## src/hdl/ldpc_defines.svh

```systemverilog
// ------------------------------------------------
// global sizes for the ldpc row-update datapath.
// include this header in any file that needs widths,
// the normalisation factor or the buffer depths.
// ------------------------------------------------

`ifndef LDPC_DEFINES_SVH
`define LDPC_DEFINES_SVH

// check-node message width in bits, sign included.
`define LDPC_NODE_W       8

// accumulated variable-node sum carries two guard bits.
`define LDPC_SUM_W        (`LDPC_NODE_W + 2)

// normalisation numerator over 8, so 6 gives 0.75.
`define LDPC_NORM_FACTOR  6

// widest parity-check row handled by one pass.
`define LDPC_ROW_DEG_MAX  16

// column address width of a variable node.
`define LDPC_COL_W        16

// the beat buffer holds up to two full rows in flight.
`define LDPC_BEAT_DEPTH   (2 * `LDPC_ROW_DEG_MAX)
`define LDPC_ROW_DEPTH    (`LDPC_ROW_DEG_MAX + 1)

`endif

```

## src/hdl/ldpc_msg_pkg.sv

```systemverilog
// ------------------------------------------------
// message-level types of the min-sum decoder.
// node values, sums, magnitudes and the per-row
// result that the check-node unit hands to update.
// ------------------------------------------------

`include "ldpc_defines.svh"

package ldpc_msg_pkg;

  // ------------------------------------------------
  // scalar values
  // ------------------------------------------------

  // a check-node message or a restored variable value.
  typedef logic signed [`LDPC_NODE_W-1:0] node_t;

  // a variable-node sum, wider to hold the accumulation.
  typedef logic signed [`LDPC_SUM_W-1:0] node_sum_t;

  // magnitudes are symmetric-saturated, so the sign bit is dropped.
  typedef logic [`LDPC_NODE_W-2:0] mag_t;

  // position of a variable node inside its row.
  typedef logic [$clog2(`LDPC_ROW_DEG_MAX)-1:0] deg_idx_t;

  // ------------------------------------------------
  // row result
  // ------------------------------------------------

  // min1 and min2 are already normalised when this leaves min-sum.
  // sign_par is the xor of all signs in the row.
  typedef struct packed {
    mag_t     min1;
    mag_t     min2;
    deg_idx_t min1_idx;
    logic     sign_par;
  } row_result_t;

endpackage

```

## src/hdl/ldpc_stream_pkg.sv

```systemverilog
// ------------------------------------------------
// stream framing of the row-update datapath.
// beat layouts at the input, after restore and at
// the output, with the column address type.
// ------------------------------------------------

`include "ldpc_defines.svh"

package ldpc_stream_pkg;

  import ldpc_msg_pkg::*;

  typedef logic [`LDPC_COL_W-1:0] col_addr_t;

  // one variable node of a row, sop and eop frame the row.
  typedef struct packed {
    node_sum_t sum;
    node_t     cnode;
    col_addr_t addr;
    logic      sop;
    logic      eop;
  } in_beat_t;

  // extrinsic value after the old message is taken out.
  typedef struct packed {
    node_t     vnode;
    col_addr_t addr;
    logic      sop;
    logic      eop;
  } rst_beat_t;

  // updated sum, new message and hard decision.
  typedef struct packed {
    node_sum_t sum;
    node_t     cnode;
    logic      hd;
    col_addr_t addr;
  } out_beat_t;

endpackage

```

## src/hdl/ldpc_vnode_restore.sv

```systemverilog
// ------------------------------------------------
// extrinsic restore of the variable node.
// subtracts the old check message from the sum and
// saturates to message width over two cycles.
// ------------------------------------------------

`timescale 1ns/1ps

module ldpc_vnode_restore
  import ldpc_msg_pkg::*, ldpc_stream_pkg::*;
(
  input  logic      iclk,
  input  logic      ireset,
  input  logic      ival,
  input  in_beat_t  ibeat,
  output logic      oval,
  output rst_beat_t obeat
);

  localparam int NODE_W = $bits(node_t);
  localparam int SUM_W  = $bits(node_sum_t);

  // symmetric limits, -128 is clipped as well as overflows.
  localparam logic signed [SUM_W:0] SAT_MAX = (SUM_W+1)'((1 << (NODE_W - 1)) - 1);
  localparam logic signed [SUM_W:0] SAT_MIN = -SAT_MAX;

  logic [1:0]            val;
  logic signed [SUM_W:0] sum_ext;
  logic signed [SUM_W:0] cnode_ext;
  logic signed [SUM_W:0] diff;
  col_addr_t             addr_s1;
  logic                  sop_s1;
  logic                  eop_s1;

  // one guard bit above the sum width keeps the difference exact.
  assign sum_ext   = ibeat.sum;
  assign cnode_ext = ibeat.cnode;

  // ------------------------------------------------
  // valid pipeline
  // ------------------------------------------------

  always_ff @(posedge iclk or posedge ireset) begin
    if (ireset) begin
      val <= '0;
    end else begin
      val <= {val[0], ival};
    end
  end

  assign oval = val[1];

  // ------------------------------------------------
  // data pipeline
  // ------------------------------------------------

  // stage one subtracts, stage two clips to the message range.
  always_ff @(posedge iclk) begin
    diff        <= sum_ext - cnode_ext;
    addr_s1     <= ibeat.addr;
    sop_s1      <= ibeat.sop;
    eop_s1      <= ibeat.eop;
    obeat.vnode <= saturate(diff);
    obeat.addr  <= addr_s1;
    obeat.sop   <= sop_s1;
    obeat.eop   <= eop_s1;
  end

  function automatic node_t saturate(input logic signed [SUM_W:0] dat);
    if (dat > SAT_MAX) begin
      return node_t'(SAT_MAX[NODE_W-1:0]);
    end else if (dat < SAT_MIN) begin
      return node_t'(SAT_MIN[NODE_W-1:0]);
    end
    return node_t'(dat[NODE_W-1:0]);
  endfunction

endmodule

```

## src/hdl/ldpc_row_fifo.sv

```systemverilog
// ------------------------------------------------
// synchronous first-word fall-through FIFO.
// the payload type is a parameter, so one block buffers
// restored beats and another buffers row results.
// ------------------------------------------------

`timescale 1ns/1ps

module ldpc_row_fifo #(
  parameter type payload_t = logic,
  parameter int  DEPTH     = 4
) (
  input  logic     iclk,
  input  logic     ireset,
  input  logic     ipush,
  input  payload_t idata,
  input  logic     ipop,
  output payload_t odata,
  output logic     oempty,
  output logic     ospace_ok
);

  localparam int PTR_W = (DEPTH > 1) ? $clog2(DEPTH) : 1;
  localparam int CNT_W = $clog2(DEPTH + 1);

  payload_t         mem [DEPTH];
  logic [PTR_W-1:0] wr_ptr;
  logic [PTR_W-1:0] rd_ptr;
  logic [CNT_W-1:0] count;
  logic [CNT_W-1:0] count_next;

  // the depth need not be a power of two, so pointers wrap explicitly.
  always_comb begin
    count_next = count;
    case ({ipush, ipop})
      2'b10:   count_next = count + 1'b1;
      2'b01:   count_next = count - 1'b1;
      default: count_next = count;
    endcase
  end

  always_ff @(posedge iclk or posedge ireset) begin
    if (ireset) begin
      wr_ptr    <= '0;
      rd_ptr    <= '0;
      count     <= '0;
      ospace_ok <= 1'b0;
    end else begin
      if (ipush) begin
        wr_ptr <= (wr_ptr == PTR_W'(DEPTH - 1)) ? '0 : wr_ptr + 1'b1;
      end
      if (ipop) begin
        rd_ptr <= (rd_ptr == PTR_W'(DEPTH - 1)) ? '0 : rd_ptr + 1'b1;
      end
      count <= count_next;
      // registered from the next count, so it tracks count without lag.
      ospace_ok <= (count_next <= CNT_W'(DEPTH - 3));
    end
  end

  always_ff @(posedge iclk) begin
    if (ipush) begin
      mem[wr_ptr] <= idata;
    end
  end

  assign odata  = mem[rd_ptr];
  assign oempty = (count == '0);

  // the producers have no back-pressure, their sizing must hold.
  a_no_overflow : assert property (@(posedge iclk) disable iff (ireset)
    ipush |-> (count != CNT_W'(DEPTH)))
    else $error("fifo: push while full");

  a_no_underflow : assert property (@(posedge iclk) disable iff (ireset)
    ipop |-> !oempty)
    else $error("fifo: pop while empty");

endmodule

```

## src/hdl/ldpc_cnode_min_sum.sv

```systemverilog
// ------------------------------------------------
// min-sum check-node unit.
// tracks min1, min2, the min1 position and the sign
// parity over a row, then registers the normalised
// result on the cycle after the eop beat.
// ------------------------------------------------

`timescale 1ns/1ps

`include "ldpc_defines.svh"

module ldpc_cnode_min_sum
  import ldpc_msg_pkg::*, ldpc_stream_pkg::*;
(
  input  logic        iclk,
  input  logic        ireset,
  input  logic        ival,
  input  rst_beat_t   ibeat,
  output logic        oval,
  output row_result_t oresult
);

  localparam int NODE_W = $bits(node_t);

  mag_t     min1;
  mag_t     min2;
  deg_idx_t min1_idx;
  logic     sign_par;
  deg_idx_t pos;
  logic     row_open;

  mag_t     mag;
  logic     sgn;
  mag_t     cur_min1;
  mag_t     cur_min2;
  deg_idx_t cur_idx;
  logic     cur_par;
  deg_idx_t cur_pos;
  mag_t     nxt_min1;
  mag_t     nxt_min2;
  deg_idx_t nxt_idx;
  logic     nxt_par;

  // ------------------------------------------------
  // running search
  // ------------------------------------------------

  always_comb begin
    // zero counts as positive.
    sgn = ibeat.vnode[NODE_W-1];
    mag = sgn ? mag_t'(-ibeat.vnode) : mag_t'(ibeat.vnode);
    // a sop beat starts from a clean state instead of the stored one.
    cur_min1 = ibeat.sop ? '1 : min1;
    cur_min2 = ibeat.sop ? '1 : min2;
    cur_idx  = ibeat.sop ? '0 : min1_idx;
    cur_par  = ibeat.sop ? 1'b0 : sign_par;
    cur_pos  = ibeat.sop ? '0 : pos;
    nxt_min1 = cur_min1;
    nxt_min2 = cur_min2;
    nxt_idx  = cur_idx;
    nxt_par  = cur_par ^ sgn;
    // a tie with min1 lands in min2, which is what the update needs.
    if (mag < cur_min1) begin
      nxt_min2 = cur_min1;
      nxt_min1 = mag;
      nxt_idx  = cur_pos;
    end else if (mag < cur_min2) begin
      nxt_min2 = mag;
    end
  end

  always_ff @(posedge iclk or posedge ireset) begin
    if (ireset) begin
      pos      <= '0;
      row_open <= 1'b0;
      oval     <= 1'b0;
    end else begin
      oval <= ival & ibeat.eop;
      if (ival) begin
        pos      <= cur_pos + 1'b1;
        row_open <= !ibeat.eop;
      end
    end
  end

  always_ff @(posedge iclk) begin
    if (ival) begin
      min1     <= nxt_min1;
      min2     <= nxt_min2;
      min1_idx <= nxt_idx;
      sign_par <= nxt_par;
    end
    if (ival && ibeat.eop) begin
      oresult.min1     <= normalise(nxt_min1);
      oresult.min2     <= normalise(nxt_min2);
      oresult.min1_idx <= nxt_idx;
      oresult.sign_par <= nxt_par;
    end
  end

  // scale by NORM_FACTOR / 8, truncating toward zero.
  function automatic mag_t normalise(input mag_t m);
    logic [NODE_W+2:0] prod;
    prod = m * (NODE_W+3)'(`LDPC_NORM_FACTOR);
    return mag_t'(prod >> 3);
  endfunction

  // rows arrive back to back, so every beat after eop must open a row.
  a_sop_after_eop : assert property (@(posedge iclk) disable iff (ireset)
    ival |-> (ibeat.sop == !row_open))
    else $error("min-sum: sop does not follow eop");

endmodule

```

## src/hdl/ldpc_vnode_update.sv

```systemverilog
// ------------------------------------------------
// variable-node update stage.
// pairs each buffered restored value with the row
// result, forms the new message, sum and hard
// decision, and holds them in an output register.
// ------------------------------------------------

`timescale 1ns/1ps

module ldpc_vnode_update
  import ldpc_msg_pkg::*, ldpc_stream_pkg::*;
(
  input  logic        iclk,
  input  logic        ireset,
  input  rst_beat_t   ibeat,
  input  logic        ibeat_empty,
  input  row_result_t iresult,
  input  logic        iresult_empty,
  output logic        obeat_pop,
  output logic        oresult_pop,
  output logic        oval,
  output out_beat_t   obeat,
  input  logic        iready
);

  localparam int NODE_W = $bits(node_t);
  localparam int SUM_W  = $bits(node_sum_t);

  deg_idx_t  pos;
  logic      load_ok;
  logic      fire;
  mag_t      new_mag;
  logic      new_sgn;
  node_t     mag_ext;
  node_t     new_msg;
  node_sum_t vnode_ext;
  node_sum_t msg_ext;
  node_sum_t new_sum;

  // ------------------------------------------------
  // handshake
  // ------------------------------------------------

  // the output register takes a new beat when empty or drained.
  assign load_ok = !oval || iready;

  // a beat can only leave once its row result exists.
  assign fire        = load_ok && !ibeat_empty && !iresult_empty;
  assign obeat_pop   = fire;
  assign oresult_pop = fire && ibeat.eop;

  // ------------------------------------------------
  // new message and sum
  // ------------------------------------------------

  always_comb begin
    // the min1 node gets min2, all others get min1.
    new_mag = (pos == iresult.min1_idx) ? iresult.min2 : iresult.min1;
    // own sign taken out of the parity, zero counts as positive.
    new_sgn = iresult.sign_par ^ ibeat.vnode[NODE_W-1];
    mag_ext = node_t'({1'b0, new_mag});
    new_msg = new_sgn ? -mag_ext : mag_ext;
    // both operands sign-extend to the full sum width.
    vnode_ext = ibeat.vnode;
    msg_ext   = new_msg;
    new_sum   = vnode_ext + msg_ext;
  end

  // position within the current row, restarted after eop.
  always_ff @(posedge iclk or posedge ireset) begin
    if (ireset) begin
      pos  <= '0;
      oval <= 1'b0;
    end else begin
      if (fire) begin
        pos <= ibeat.eop ? '0 : pos + 1'b1;
      end
      if (load_ok) begin
        oval <= fire;
      end
    end
  end

  // payload stays put while out_ready is low.
  always_ff @(posedge iclk) begin
    if (fire) begin
      obeat.sum   <= new_sum;
      obeat.cnode <= new_msg;
      obeat.hd    <= new_sum[SUM_W-1];
      obeat.addr  <= ibeat.addr;
    end
  end

endmodule

```

## src/hdl/ldpc_row_update_top.sv

```systemverilog
// ------------------------------------------------
// row-update datapath of a layered min-sum decoder.
// in_beat streams one row at a time under valid and
// ready, out_beat returns updated sums and messages
// in input order under its own valid and ready.
// ------------------------------------------------

`timescale 1ns/1ps

`include "ldpc_defines.svh"

module ldpc_row_update_top
  import ldpc_msg_pkg::*, ldpc_stream_pkg::*;
(
  input  logic      iclk,
  input  logic      ireset,
  input  logic      in_valid,
  input  in_beat_t  in_beat,
  output logic      in_ready,
  output logic      out_valid,
  output out_beat_t out_beat,
  input  logic      out_ready
);

  logic        accept;
  logic        rst_val;
  rst_beat_t   rst_beat;
  rst_beat_t   buf_beat;
  logic        beat_empty;
  logic        beat_space_ok;
  logic        beat_pop;
  logic        res_val;
  row_result_t res_data;
  row_result_t buf_result;
  logic        res_empty;
  logic        res_pop;

  // three free entries cover the two beats still inside restore.
  assign in_ready = beat_space_ok;
  assign accept   = in_valid && in_ready;

  ldpc_vnode_restore u_restore (
    .iclk   (iclk),
    .ireset (ireset),
    .ival   (accept),
    .ibeat  (in_beat),
    .oval   (rst_val),
    .obeat  (rst_beat)
  );

  ldpc_row_fifo #(
    .payload_t (rst_beat_t),
    .DEPTH     (`LDPC_BEAT_DEPTH)
  ) u_beat_fifo (
    .iclk      (iclk),
    .ireset    (ireset),
    .ipush     (rst_val),
    .idata     (rst_beat),
    .ipop      (beat_pop),
    .odata     (buf_beat),
    .oempty    (beat_empty),
    .ospace_ok (beat_space_ok)
  );

  ldpc_cnode_min_sum u_min_sum (
    .iclk    (iclk),
    .ireset  (ireset),
    .ival    (rst_val),
    .ibeat   (rst_beat),
    .oval    (res_val),
    .oresult (res_data)
  );

  // each row leaves at least two beats behind, so this never fills.
  ldpc_row_fifo #(
    .payload_t (row_result_t),
    .DEPTH     (`LDPC_ROW_DEPTH)
  ) u_result_fifo (
    .iclk      (iclk),
    .ireset    (ireset),
    .ipush     (res_val),
    .idata     (res_data),
    .ipop      (res_pop),
    .odata     (buf_result),
    .oempty    (res_empty),
    .ospace_ok ()
  );

  ldpc_vnode_update u_update (
    .iclk          (iclk),
    .ireset        (ireset),
    .ibeat         (buf_beat),
    .ibeat_empty   (beat_empty),
    .iresult       (buf_result),
    .iresult_empty (res_empty),
    .obeat_pop     (beat_pop),
    .oresult_pop   (res_pop),
    .oval          (out_valid),
    .obeat         (out_beat),
    .iready        (out_ready)
  );

endmodule

```

## config.mk

```make
export PLATFORM = sky130hd
export DESIGN_NAME = ldpc_row_update_top
export DESIGN_NICKNAME = d
export VERILOG_FILES = /design/src/hdl/ldpc_msg_pkg.sv /design/src/hdl/ldpc_stream_pkg.sv /design/src/hdl/ldpc_vnode_restore.sv /design/src/hdl/ldpc_row_fifo.sv /design/src/hdl/ldpc_cnode_min_sum.sv /design/src/hdl/ldpc_vnode_update.sv /design/src/hdl/ldpc_row_update_top.sv
export VERILOG_INCLUDE_DIRS = /design/src /design/src/hdl
export SDC_FILE = /design/constraint.sdc
export NUM_CORES = 1
export LEC_CHECK = 0
export BUFFER_PORTS_ARGS = -buffer_cell sky130_fd_sc_hd__buf_2
export CAP_MARGIN = 20
export CORE_ASPECT_RATIO = 0.8
export CORE_MARGIN = 5
export CORE_UTILIZATION = 50
export CTS_BUF_LIST = sky130_fd_sc_hd__clkbuf_16
export DETAILED_ROUTE_END_ITERATION = 6
export GPL_ROUTABILITY_DRIVEN = 0
export PLACE_DENSITY = 0.66
export SETUP_SLACK_MARGIN = 0.05
export SLEW_MARGIN = 20
export SYNTH_ARGS = -nofsm -noshare
export SYNTH_HDL_FRONTEND = slang
export SYNTH_SLANG_ARGS = --single-unit
```

## constraint.sdc

```tcl
create_clock -name iclk -period 9.84 [get_ports iclk]
set_input_delay 1.968 -clock iclk [delete_from_list [all_inputs] [get_ports iclk]]
set_output_delay 1.968 -clock iclk [all_outputs]
set_load 0.1 [all_outputs]
```

# After elaboration in Yosys (flattened, before gate mapping)
# Memories as Yosys holds them, arrays and structs flattened.
# Index checks and enable logic that the tools add are counted.
dict set report op_classes {
  addsub 14
  n_mul 2
  n_lt_le_gt_ge 5
  eq_ne 9
  mux 28
  n_bitwise 3
  reduce_logical 12
}
# op n
set op_table {}
lappend op_table {{$mux W7} 7}
lappend op_table {{$mux W8} 4}
lappend op_table {{$add A5 B1 Y5 const B} 5}
lappend op_table {{$eq A5 B5 Y1 const B} 4}
lappend op_table {{$mux W5} 4}
lappend op_table {{$mul A7 B2 Y9 const B} 2}
lappend op_table {{$mux W4} 4}
lappend op_table {{$lt A7 B7 Y1} 2}
lappend op_table {{$pmux W6 S2} 1}
lappend op_table {{$gt A11 B8 Y1 const B} 1}
lappend op_table {{$lt A11 B8 Y1 const B} 1}
lappend op_table {{$sub A10 B8 Y11} 1}
lappend op_table {{$pmux W5 S2} 1}
lappend op_table {{$add A8 B8 Y9} 1}
lappend op_table {{$add A4 B1 Y4 const B} 2}
lappend op_table {{$neg A7 Y8} 1}
lappend op_table {{$mux W1} 7}
lappend op_table {{$neg A7 Y7} 1}
lappend op_table {{$add A6 B1 Y6 const B} 1}
lappend op_table {{$le A6 B5 Y1 const B} 1}
lappend op_table {{$logic_not A6 Y1} 1}
lappend op_table {{$sub A6 B1 Y6 const B} 1}
lappend op_table {{$logic_and A1 B1 Y1} 5}
lappend op_table {{$logic_not A5 Y1} 1}
lappend op_table {{9 further kinds} 14}
dict set report totals {
  ff_bits 172
  mem_bits_rw 1155
  inputBits 40
  out_inout_bits 37
  wordCells 107
  memories 2
}
# memory depth word_bits read_ports rd_ports_with_merged_regs write_ports line_no
set memory_table {}
lappend memory_table {u_beat_fifo.mem 32 26 1 0 1 ldpc_row_fifo.sv:26} ;# payload_t mem [DEPTH];
lappend memory_table {u_result_fifo.mem 17 19 1 0 1 ldpc_row_fifo.sv:26}

# Depth between registers and ports, before layout
# Gate-level depths: netlist (run 1).
dict set report logic_depth {
  depth_word 7
  depth_mapped 22
  mapped_depth_nobuf 21
}

# Modules after synthesis
# A second synthesis (run 1) with hierarchy kept.
dict set report hier_totals {
  hier_cells 2574
  hier_area_um2 52560.4
}
# mod n_inst cells_per_inst area_per_inst_um2 seq_area_each_um2
set by_module_without_submodules {}
lappend by_module_without_submodules {{ldpc_row_fifo (u_beat_fifo)} 1 1340 32675.1 25409.4}
lappend by_module_without_submodules {{ldpc_row_fifo (u_result_fifo)} 1 681 13491.7 10099.7}
lappend by_module_without_submodules {ldpc_cnode_min_sum 1 268 2810.2 1266.2}
lappend by_module_without_submodules {ldpc_vnode_update 1 156 1900.6 1116.1}
lappend by_module_without_submodules {ldpc_vnode_restore 1 128 1676.6 1151.1}
lappend by_module_without_submodules {ldpc_row_update_top 1 1 6.3 0.0}

# Least setup slack after synthesis (run 1)
# Ideal clock, no wire load.
dict set report synth_path {
  path_type {flip-flop to flip-flop}
  start {register u_result_fifo.rd_ptr[1]}
  end {register u_update.obeat[32] in the netlist's numbering, data pin}
  setup_ns 0.259
  arrival_time_ns 4.824
  required_time_ns 9.581
  setup_slack_ns 4.757
  path_stages_with_launch 19
  n_path_buf 1
  path_cell_list {dfrtp_1 > buf_6 > mux4_1 > mux4_2 > nor3_2 > mux2_4 > nor2_2 > mux4_1 > mux2i_1 > nand2_1 > xnor2_1 > ha_1 > a21o_1 > a21o_1 > nand2_1 > a221oi_1 > or3_4 > a31oi_2 > xnor2_1}
}
dict set report synth_between {
  elab_chain_cells 6
}
# item line_no
set synth_rtl {}
lappend synth_rtl {{start: declaration} ldpc_row_fifo.sv:28} ;# logic [PTR_W-1:0] rd_ptr;
lappend synth_rtl {{start signal: assignment} ldpc_row_fifo.sv:53} ;# rd_ptr <= (rd_ptr == PTR_W'(DEPTH - 1)) ? '0 : rd_ptr + 1'b1;
lappend synth_rtl {{$mem_v2 Z17 W19 (*)} --}
lappend synth_rtl {{$eq A4 B4 Y1} ldpc_vnode_update.sv:58} ;# new_mag = (pos == iresult.min1_idx) ? iresult.min2 : iresult.min1;
lappend synth_rtl {{$mux W7 (*)} ldpc_vnode_update.sv:58}
lappend synth_rtl {{net u_update.new_mag[0]} ldpc_vnode_update.sv:32} ;# mag_t new_mag;
lappend synth_rtl {{$neg A7 Y8 (*)} ldpc_vnode_update.sv:62} ;# new_msg = new_sgn ? -mag_ext : mag_ext;
lappend synth_rtl {{$mux W8 (*)} ldpc_vnode_update.sv:62}
lappend synth_rtl {{net u_update.new_msg[1]} ldpc_vnode_update.sv:35} ;# node_t new_msg;
lappend synth_rtl {{$add A8 B8 Y9 (*)} ldpc_vnode_update.sv:66} ;# new_sum = vnode_ext + msg_ext;
lappend synth_rtl {{net u_update.new_sum[7]} ldpc_vnode_update.sv:38} ;# node_sum_t new_sum;
lappend synth_rtl {{end: declaration} ldpc_vnode_update.sv:22} ;# output out_beat_t obeat,
# Mark *: on every way through the listed nets, which the timed path passes. The rest lies on a longest branch.
# A chain may end at the register's enable or synchronous reset.

# Final worst setup path (run 1)
# Same ends and word-level chain as after synthesis.

==> reports/metrics.yaml, run 1 <==
clk_pin_slew_worst_paths_ns: 0.06
rows: 105
met3WireLength_um: 11100
cts_buffer_depth: 3
wl_met2_um: 53400
ys_warn_count: 0
endpoint_kind: "flip-flop"
cp-start-kind: "flip-flop"
top_layer: "met5"
drive_above_1_share_pct: 26.2
hold_viol_final: 0
ys_async_sr_fraction_pct: 3.40
tightestPinTransition_ns: 1.14
ys_seq_area_share_pct: 73.9
skew_ns: 0.0377
whs_ns: 0.327
irDropWorstVdd_mv: 0.274
synthFlopType: "edfxtp_1"
ant_nets: 0
finalNetCount: 2796
wl_met1_um: 50400
critPathMaxFanout: 63
synth_top_area_share_pct: 69.6
synth_edf_count: 1194
cts_root_buf: "clkbuf_16"
fin_area_um2: 57700
synth_area_leaders: "edfxtp_1, mux4_2, dfrtp_1"
cts_resized: 0
hold_path.class: "reg2reg"
grtUsageTotal_pct: 21.3
status: "complete, but fails checks"
required_ns: 10.27
port_buffers: 76
fill_cells: 7495
drv_cap: 0
fmax_mhz: 157
cts_setup_buffers: 0
power.density_nw_per_um2: 314
drt_wl_total_um: 117000
avgSynthCellArea_um2: 20.3
finish.utilization_pct: 56.3
htreeDepth: 3
tns_ns: 0
rrSetupSlack_ns: 3.48
die_area_um2: 110000
worstSetupPathType: "reg2reg"
hold_buffers: 0
yosysUniqueCellTypes: 85
p_leak_nw: 19.0
io_pins: 77
clock_sinks: 1293
via_count: 25200
coreArea_um2: 102000
regToRegStartpoint: "u_result_fifo.rd_ptr[1]$_DFFE_PP0P_"
critPathArrivalTime_ns: 6.79
violations: "DRC"
initialDrtViolationCount: 3282
wl_per_cell_um: 28.4
final-max-slew-violation-count: 0
clkLatencyLatePin_ns: 0.70
grt_pass1_vias: 25500
place_area_um2: 53700
setup_viol_count_final: 0
die_w_um: 369
grt_max_degree: 106
drtPass1Iterations: 7
viasPerCell: 6.10
syn_inst: 2533
antenna_found_initial: 3
num_antenna_cells: 0
grt-ovfl-total: 0
cts_tree: "done"
synthToLayoutAreaGrowth_pct: 11.9
ys_ff_latch: 1293
drc: 3
netlist_area_um2: 51500
syn_nets: 2645
start_util_pct: 50.3
finalCritPeriodShare_pct: 64.6
power.total_mw: 18.1
fp.dieH_um: 297
yosysTopAreaCell: "edfxtp_1"
critPathLaunch: "u_result_fifo.rd_ptr[1]$_DFFE_PP0P_"
max_slew_margin_pct: 24.0
grt_pass1_wl_um: 171000
rsz0062_at_grt: "no"
cts_made_buffers: 119
finalCriticalPeriod_ns: 6.36
dp_hpwl_um: 63500
hp-start: "u_restore.addr_s1[9]$_DFF_P_"
==> cells in the final DEF, fill, tap and decap left out, types with 6 or more instances in the layout <==
master	instances
xnor2_1	28
a21oi_1	42
edfxtp_1	1194
nand3_1	20
o21bai_1	7
dfrtp_1	36
mux4_1	17
nor2_1	72
a22oi_1	10
o211ai_1	6
ha_1	66
buf_2	76
fa_1	6
buf_4	67
a21o_1	34
xor2_1	23
bufinv_16	14
clkinvlp_4	9
mux4_2	295
o21ai_0	41
clkinv_1	22
nor2_4	32
nand2b_1	17
o31ai_1	6
nand2_1	68
inv_1	86
o22ai_1	8
nand4_1	8
nor3_1	17
mux2_2	35
clkinv_2	23
mux2i_1	60
clkbuf_16	121
nand3b_1	8
dfxtp_1	50
nor2b_1	15
nor4_1	6
and2_1	26
==> cells by family (layout without fill, tap and decap cells) <==
kind of cell	Yosys count	in the layout	share of synthesized area, %
AOI/OAI and AO/OA	204	204	2.67
xor gates and xnor gates	53	53	0.952
adders and majority gates	73	73	1.86
buffers and inverters	173	430	1.67
DFF	1293	1293	73.9
muxes	413	413	15.9
and+or+nand+nor	324	324	3.13
==> per-stage QoR <==
step	setup WS (ns)	std cells
global route	3.12	4127
floorplan	4.76	2533
detailed placement	3.46	3900
finish	3.48	4127
CTS	3.44	4127
global placement	3.63	3900
==> flip-flops by register name, summed over array words and instances, names as in the netlist, 11 cells and up <==
register / flops
u_restore.diff: 11
u_restore.obeat: 26
u_min_sum.oresult: 19
u_update.obeat: 33
u_beat_fifo.mem: 800
u_result_fifo.mem: 323
u_restore.addr_s1: 16
==> critical path, cell delays in order, from the launching register on <==
cell	delay, ns
dfrtp_4	0.68
buf_4	0.84
mux4_2	0.42
mux2i_1	0.17
o2111ai_1	0.16
mux2_2	0.27
nand4_2	0.19
nor2_2	0.41
mux4_1	0.61
mux2i_1	0.26
nand2_1	0.11
xnor2_1	0.35
ha_1	0.30
a21o_1	0.16
a21o_1	0.20
nand2_1	0.09
a221oi_1	0.08
or3_4	0.40
a31oi_2	0.21
xnor2_1	0.10
==> synthesized netlist by cell type, types with 4 or more instances <==
library cell,number
o21bai_1,7
nand2_1,68
o31a_1,4
ha_1,66
mux4_1,17
a211oi_1,5
a21o_1,34
buf_6,12
dfrtp_1,44
edfxtp_1,1194
buf_2,18
mux4_2,295
nand3_1,20
a22oi_1,10
mux2i_1,60
nor4_1,6
buf_4,7
fa_1,6
nand3b_1,8
nand2b_1,17
o21a_1,5
a21oi_1,42
nor3_1,17
and3_1,5
o211ai_1,6
o21ai_1,4
or3b_2,5
inv_1,59
nor2b_1,15
buf_1,19
mux2_4,4
mux2_2,35
xnor2_1,28
or3_1,5
o22ai_1,8
nor2_1,105
xor2_1,23
clkbuf_1,52
nand4_1,8
dfxtp_1,55
o21ai_0,41
o31ai_1,6
and2_1,26
==> final timing paths <==
path	cells past startpoint	endpoint
worst max-delay path	19	u_update.obeat[32]$_DFFE_PN_
worst min-delay path	0	u_restore.obeat[11]$_DFF_P_
worst max register to register	19	u_update.obeat[32]$_DFFE_PN_
worst min register to register	0	u_restore.obeat[11]$_DFF_P_
max in group asynchronous	3	u_result_fifo.rd_ptr[0]$_DFFE_PP0P_
min in group asynchronous	3	u_update.oval$_DFFE_PP0P_
==> area by class of cell <==
class	count	area (µm²)	share of cell area [%]
clock inverter	106	907	1.57
inverter	59	223	0.386
clock buffer	121	3030	5.25
tap	1337	1670	2.90
timing repair buffer	144	903	1.57
sequential	1293	38100	66.0
multi-input combinational	1067	12800	22.3
==> metal layers <==
| layer | vias up | GRT usage [%] |
|---|---|---|
| met1 | 13200 | 32.8 |
| met2 | 1178 | 31.9 |
| met4 | 2 | 4.62 |
| met3 | 147 | 4.50 |
| li1 | 10600 | - |
| met5 | - | 0 |
==> report_power, final <==
| part | switching (mW) | internal (mW) | leakage [nW] | total, mW |
|---|---|---|---|---|
| clock network | 2.00 | 2.60 | 2.02 | 4.60 |
| logic | 3.51 | 2.61 | 5.25 | 6.12 |
| registers | 0.595 | 6.77 | 11.7 | 7.36 |
Note: power is estimated with default switching activity, not from simulation.
==> run 2, diff against run 1 <==
Settings changed: ABC_AREA set to 1.
Clock period 9.84 ns to 6.4 ns, I/O delays scaled along.
==> reports/metrics.yaml, run 2 <==
yosysMostFrequentCell: "edfxtp_1"
synthXorXnorAreaFrac_pct: 0.713
fmax_mhz: 205
num_antenna_cells: 0
fp.dieH_um: 298
finalCriticalPeriod_ns: 4.88
cts_root_buf: "clkbuf_16"
grt_max_degree: 140
initialDrtViolationCount: 4368
tightestPinTransition_ns: 1.08
coreArea_um2: 103000
drtPass1Iterations: 6
synth_top_area_share_pct: 69.2
cts_tree: "done"
ys_ff_latch: 1293
cp_slowest_stage_delay_ns: 0.54
finalNetCount: 4208
reg.largest.list: "u_beat_fifo.mem: 800 flops, u_result_fifo.mem: 323 flops, u_update.obeat: 33 flops"
synth_edf_count: 1194
io_pins: 77
syn_inst: 4048
fill_cells: 8272
critPathLaunch: "u_restore.obeat[18]$_SDFF_PN1_"
p_seq_share_pct: 38.1
regMostFlops: "u_beat_fifo.mem"
synth_area_leaders: "edfxtp_1, o21ai_0, nor2_1"
cp-start-kind: "flip-flop"
syn_nets: 4160
setup_viol_count_final: 0
hold_viol_final: 0
critPathArrivalTime_ns: 5.37
grt-ovfl-total: 0
synth_top_family_by_area: "compound AO/OA/AOI/OAI gates"
cp_cell_sequence: "buf_4, inv_1, ha_1, nand4_1, nand2_1, xnor2_1, ha_1, a21oi_1, o21a_1, nand2_1, inv_1, o21ai_0, o21ai_0, ha_1, a21oi_1, o21ai_0, and2_1, o21ai_0, nand2_1, a21o_1"
grt_pass1_vias: 30600
largest_reg_flops: 800
synthAdderAreaFrac_pct: 1.83
skew_ns: 0.0499
pwr-share-clk_pct: 24.7
hold_buffers: 0
ys_warn_count: 0
drt_wl_total_um: 135000
tns_ns: 0
swShare_pct: 39.9
netlist_area_um2: 51800
dp_hpwl_um: 69800
p_leak_nw: 19.9
yosysTopAreaCell: "edfxtp_1"
drv_cap: 0
critPathMaxFanout: 36
required_ns: 6.89
viasPerCell: 5.85
p_sw_mw: 11.7
antenna_found_initial: 1
synth-simple-area-share_pct: 9.94
critPathMostFrequentCell: "o21ai_0"
port_buffers: 76
wl_per_cell_um: 24.2
clkLatencyLatePin_ns: 0.75
die_w_um: 370
final_cell_mix: "edfxtp_1, nor2_1, nand2_1"
regToRegStartpoint: "u_restore.obeat[18]$_SDFF_PN1_"
ys_async_sr_fraction_pct: 3.40
synth.area.mux_share_pct: 0.0193
whs_ns: 0.326
cts_setup_buffers: 0
hp-start: "u_restore.addr_s1[2]$_DFF_P_"
synthFlopType: "edfxtp_1"
grtUsageTotal_pct: 24.0
irDropWorstVdd_mv: 0.390
htreeDepth: 3
comb_power_share_pct: 37.2
clock_sinks: 1293
status: "completed"
avgSynthCellArea_um2: 12.8
final_common_cell: "edfxtp_1"
hold_path.class: "reg2reg"
ys_seq_area_share_pct: 73.5
cts_resized: 0
p_int_mw: 17.6
start_util_pct: 50.4
cts_buffer_depth: 3
endpoint_kind: "flip-flop"
yosysUniqueCellTypes: 54
drc: 0
cts_made_buffers: 120
synth_compound_area_share_pct: 10.9
rsz0062_at_grt: "no"
via_count: 32700
finalCritPeriodShare_pct: 76.3
rows: 105
grt_pass1_wl_um: 198000
max_slew_margin_pct: 27.4
worstSetupPathType: "reg2reg"
synth_commonest_cells: "edfxtp_1, nor2_1, nand2_1, o21ai_0, clkbuf_1"
ant_nets: 0
die_area_um2: 110000
slowest_stage: "inv_1"
drive_above_1_share_pct: 10.6
power.density_nw_per_um2: 506
final-max-slew-violation-count: 0
synthToLayoutAreaGrowth_pct: 11.9
clk_pin_slew_worst_paths_ns: 0.06
run 2: changes by cell type in the layout (fill, tap and decap cells not counted), moves of 35 or more:
| cell | previous run | this run |
|---|---|---|
| mux2_2 | 35 | 0 |
| o22ai_1 | 8 | 155 |
| nor2_1 | 72 | 519 |
| o21ai_0 | 41 | 485 |
| inv_1 | 86 | 164 |
| a21oi_1 | 42 | 140 |
| mux4_2 | 295 | 0 |
| mux2i_1 | 60 | 1 |
| o221ai_1 | 0 | 56 |
| nand2_1 | 68 | 497 |
| nand3_1 | 20 | 123 |
run 2: logic make-up after synthesis:
| logic type | count (synthesis) |
|---|---|
| AOI/OAI and AO/OA | 976 |
| xor gates and xnor gates | 40 |
| adders and majority gates | 72 |
| buffers and inverters | 395 |
| DFF | 1293 |
| muxes | 1 |
| and+or+nand+nor | 1271 |
run 2: cell type report:
class / instances / area (µm²) / area share [%]
Sequential cell: 1293 / 38100 / 65.7
Timing Repair Buffer: 161 / 1060 / 1.83
Clock inverter: 107 / 1030 / 1.77
Tap cell: 1391 / 1740 / 3.00
Multi-Input combinational cell: 2360 / 12400 / 21.5
Inverter: 160 / 616 / 1.06
Clock buffer: 120 / 3000 / 5.18
run 2: through the flow:
stage	setup slack [ns]	instances	instance area, µm²	util (%)	power (mW)
2_1_floorplan	1.74	4048	51800	-	18.9
3_3_place_gp	1.74	5365	53900	52.5	21.9
3_5_place_dp	1.50	5365	53900	52.5	22.1
4_1_cts	1.49	5592	58000	56.4	29.3
5_1_grt	1.10	5592	58000	56.4	31.0
6_report	1.52	5592	58000	56.4	29.3
run 2: worst paths after layout:
kind | end | slack (ns) | cells after the start
hold / removal | u_restore.obeat[4]$_DFF_P_ | 0.33 | 0
min in group asynchronous | u_beat_fifo.ospace_ok$_DFF_PP0_ | 0.75 | 3
setup / recovery | u_min_sum.oresult[11]$_DFFE_PP_ | 1.52 | 20
max in group asynchronous | u_beat_fifo.rd_ptr[1]$_DFFE_PP0N_ | 5.12 | 3
hold reg to reg | u_restore.obeat[4]$_DFF_P_ | 0.33 | 0
setup reg to reg | u_min_sum.oresult[11]$_DFFE_PP_ | 1.52 | 20
run 2: layer usage:
layer	track usage, %	share of wire, %	wire length (µm)	vias up
met5	0	0	0	-
met4	5.33	2.1	2800	0
met3	5.46	10	14100	194
met2	36.1	45	60300	1582
met1	36.0	43	57900	16100
li1	-	-	-	14900
run 2: power by group through the flow:
stage          clock [mW]  combinational, mW  sequential (mW)
6_report             7.25               10.9             11.2
2_1_floorplan           0               6.98             11.9
3_3_place_gp            0               10.6             11.3
5_1_grt              7.73               12.0             11.2
3_5_place_dp            0               10.8             11.3
4_1_cts              7.35               10.8             11.2
run 2: critical path: cells and delay by family, from the launching register on:
kind | cells | cell delay, ns
buffers and inverters | 3 | 0.99
AOI/OAI and AO/OA | 8 | 1.25
and+or+nand+nor | 5 | 0.75
adders and majority gates | 3 | 0.93
DFF | 1 | 0.31
xor gates and xnor gates | 1 | 0.41
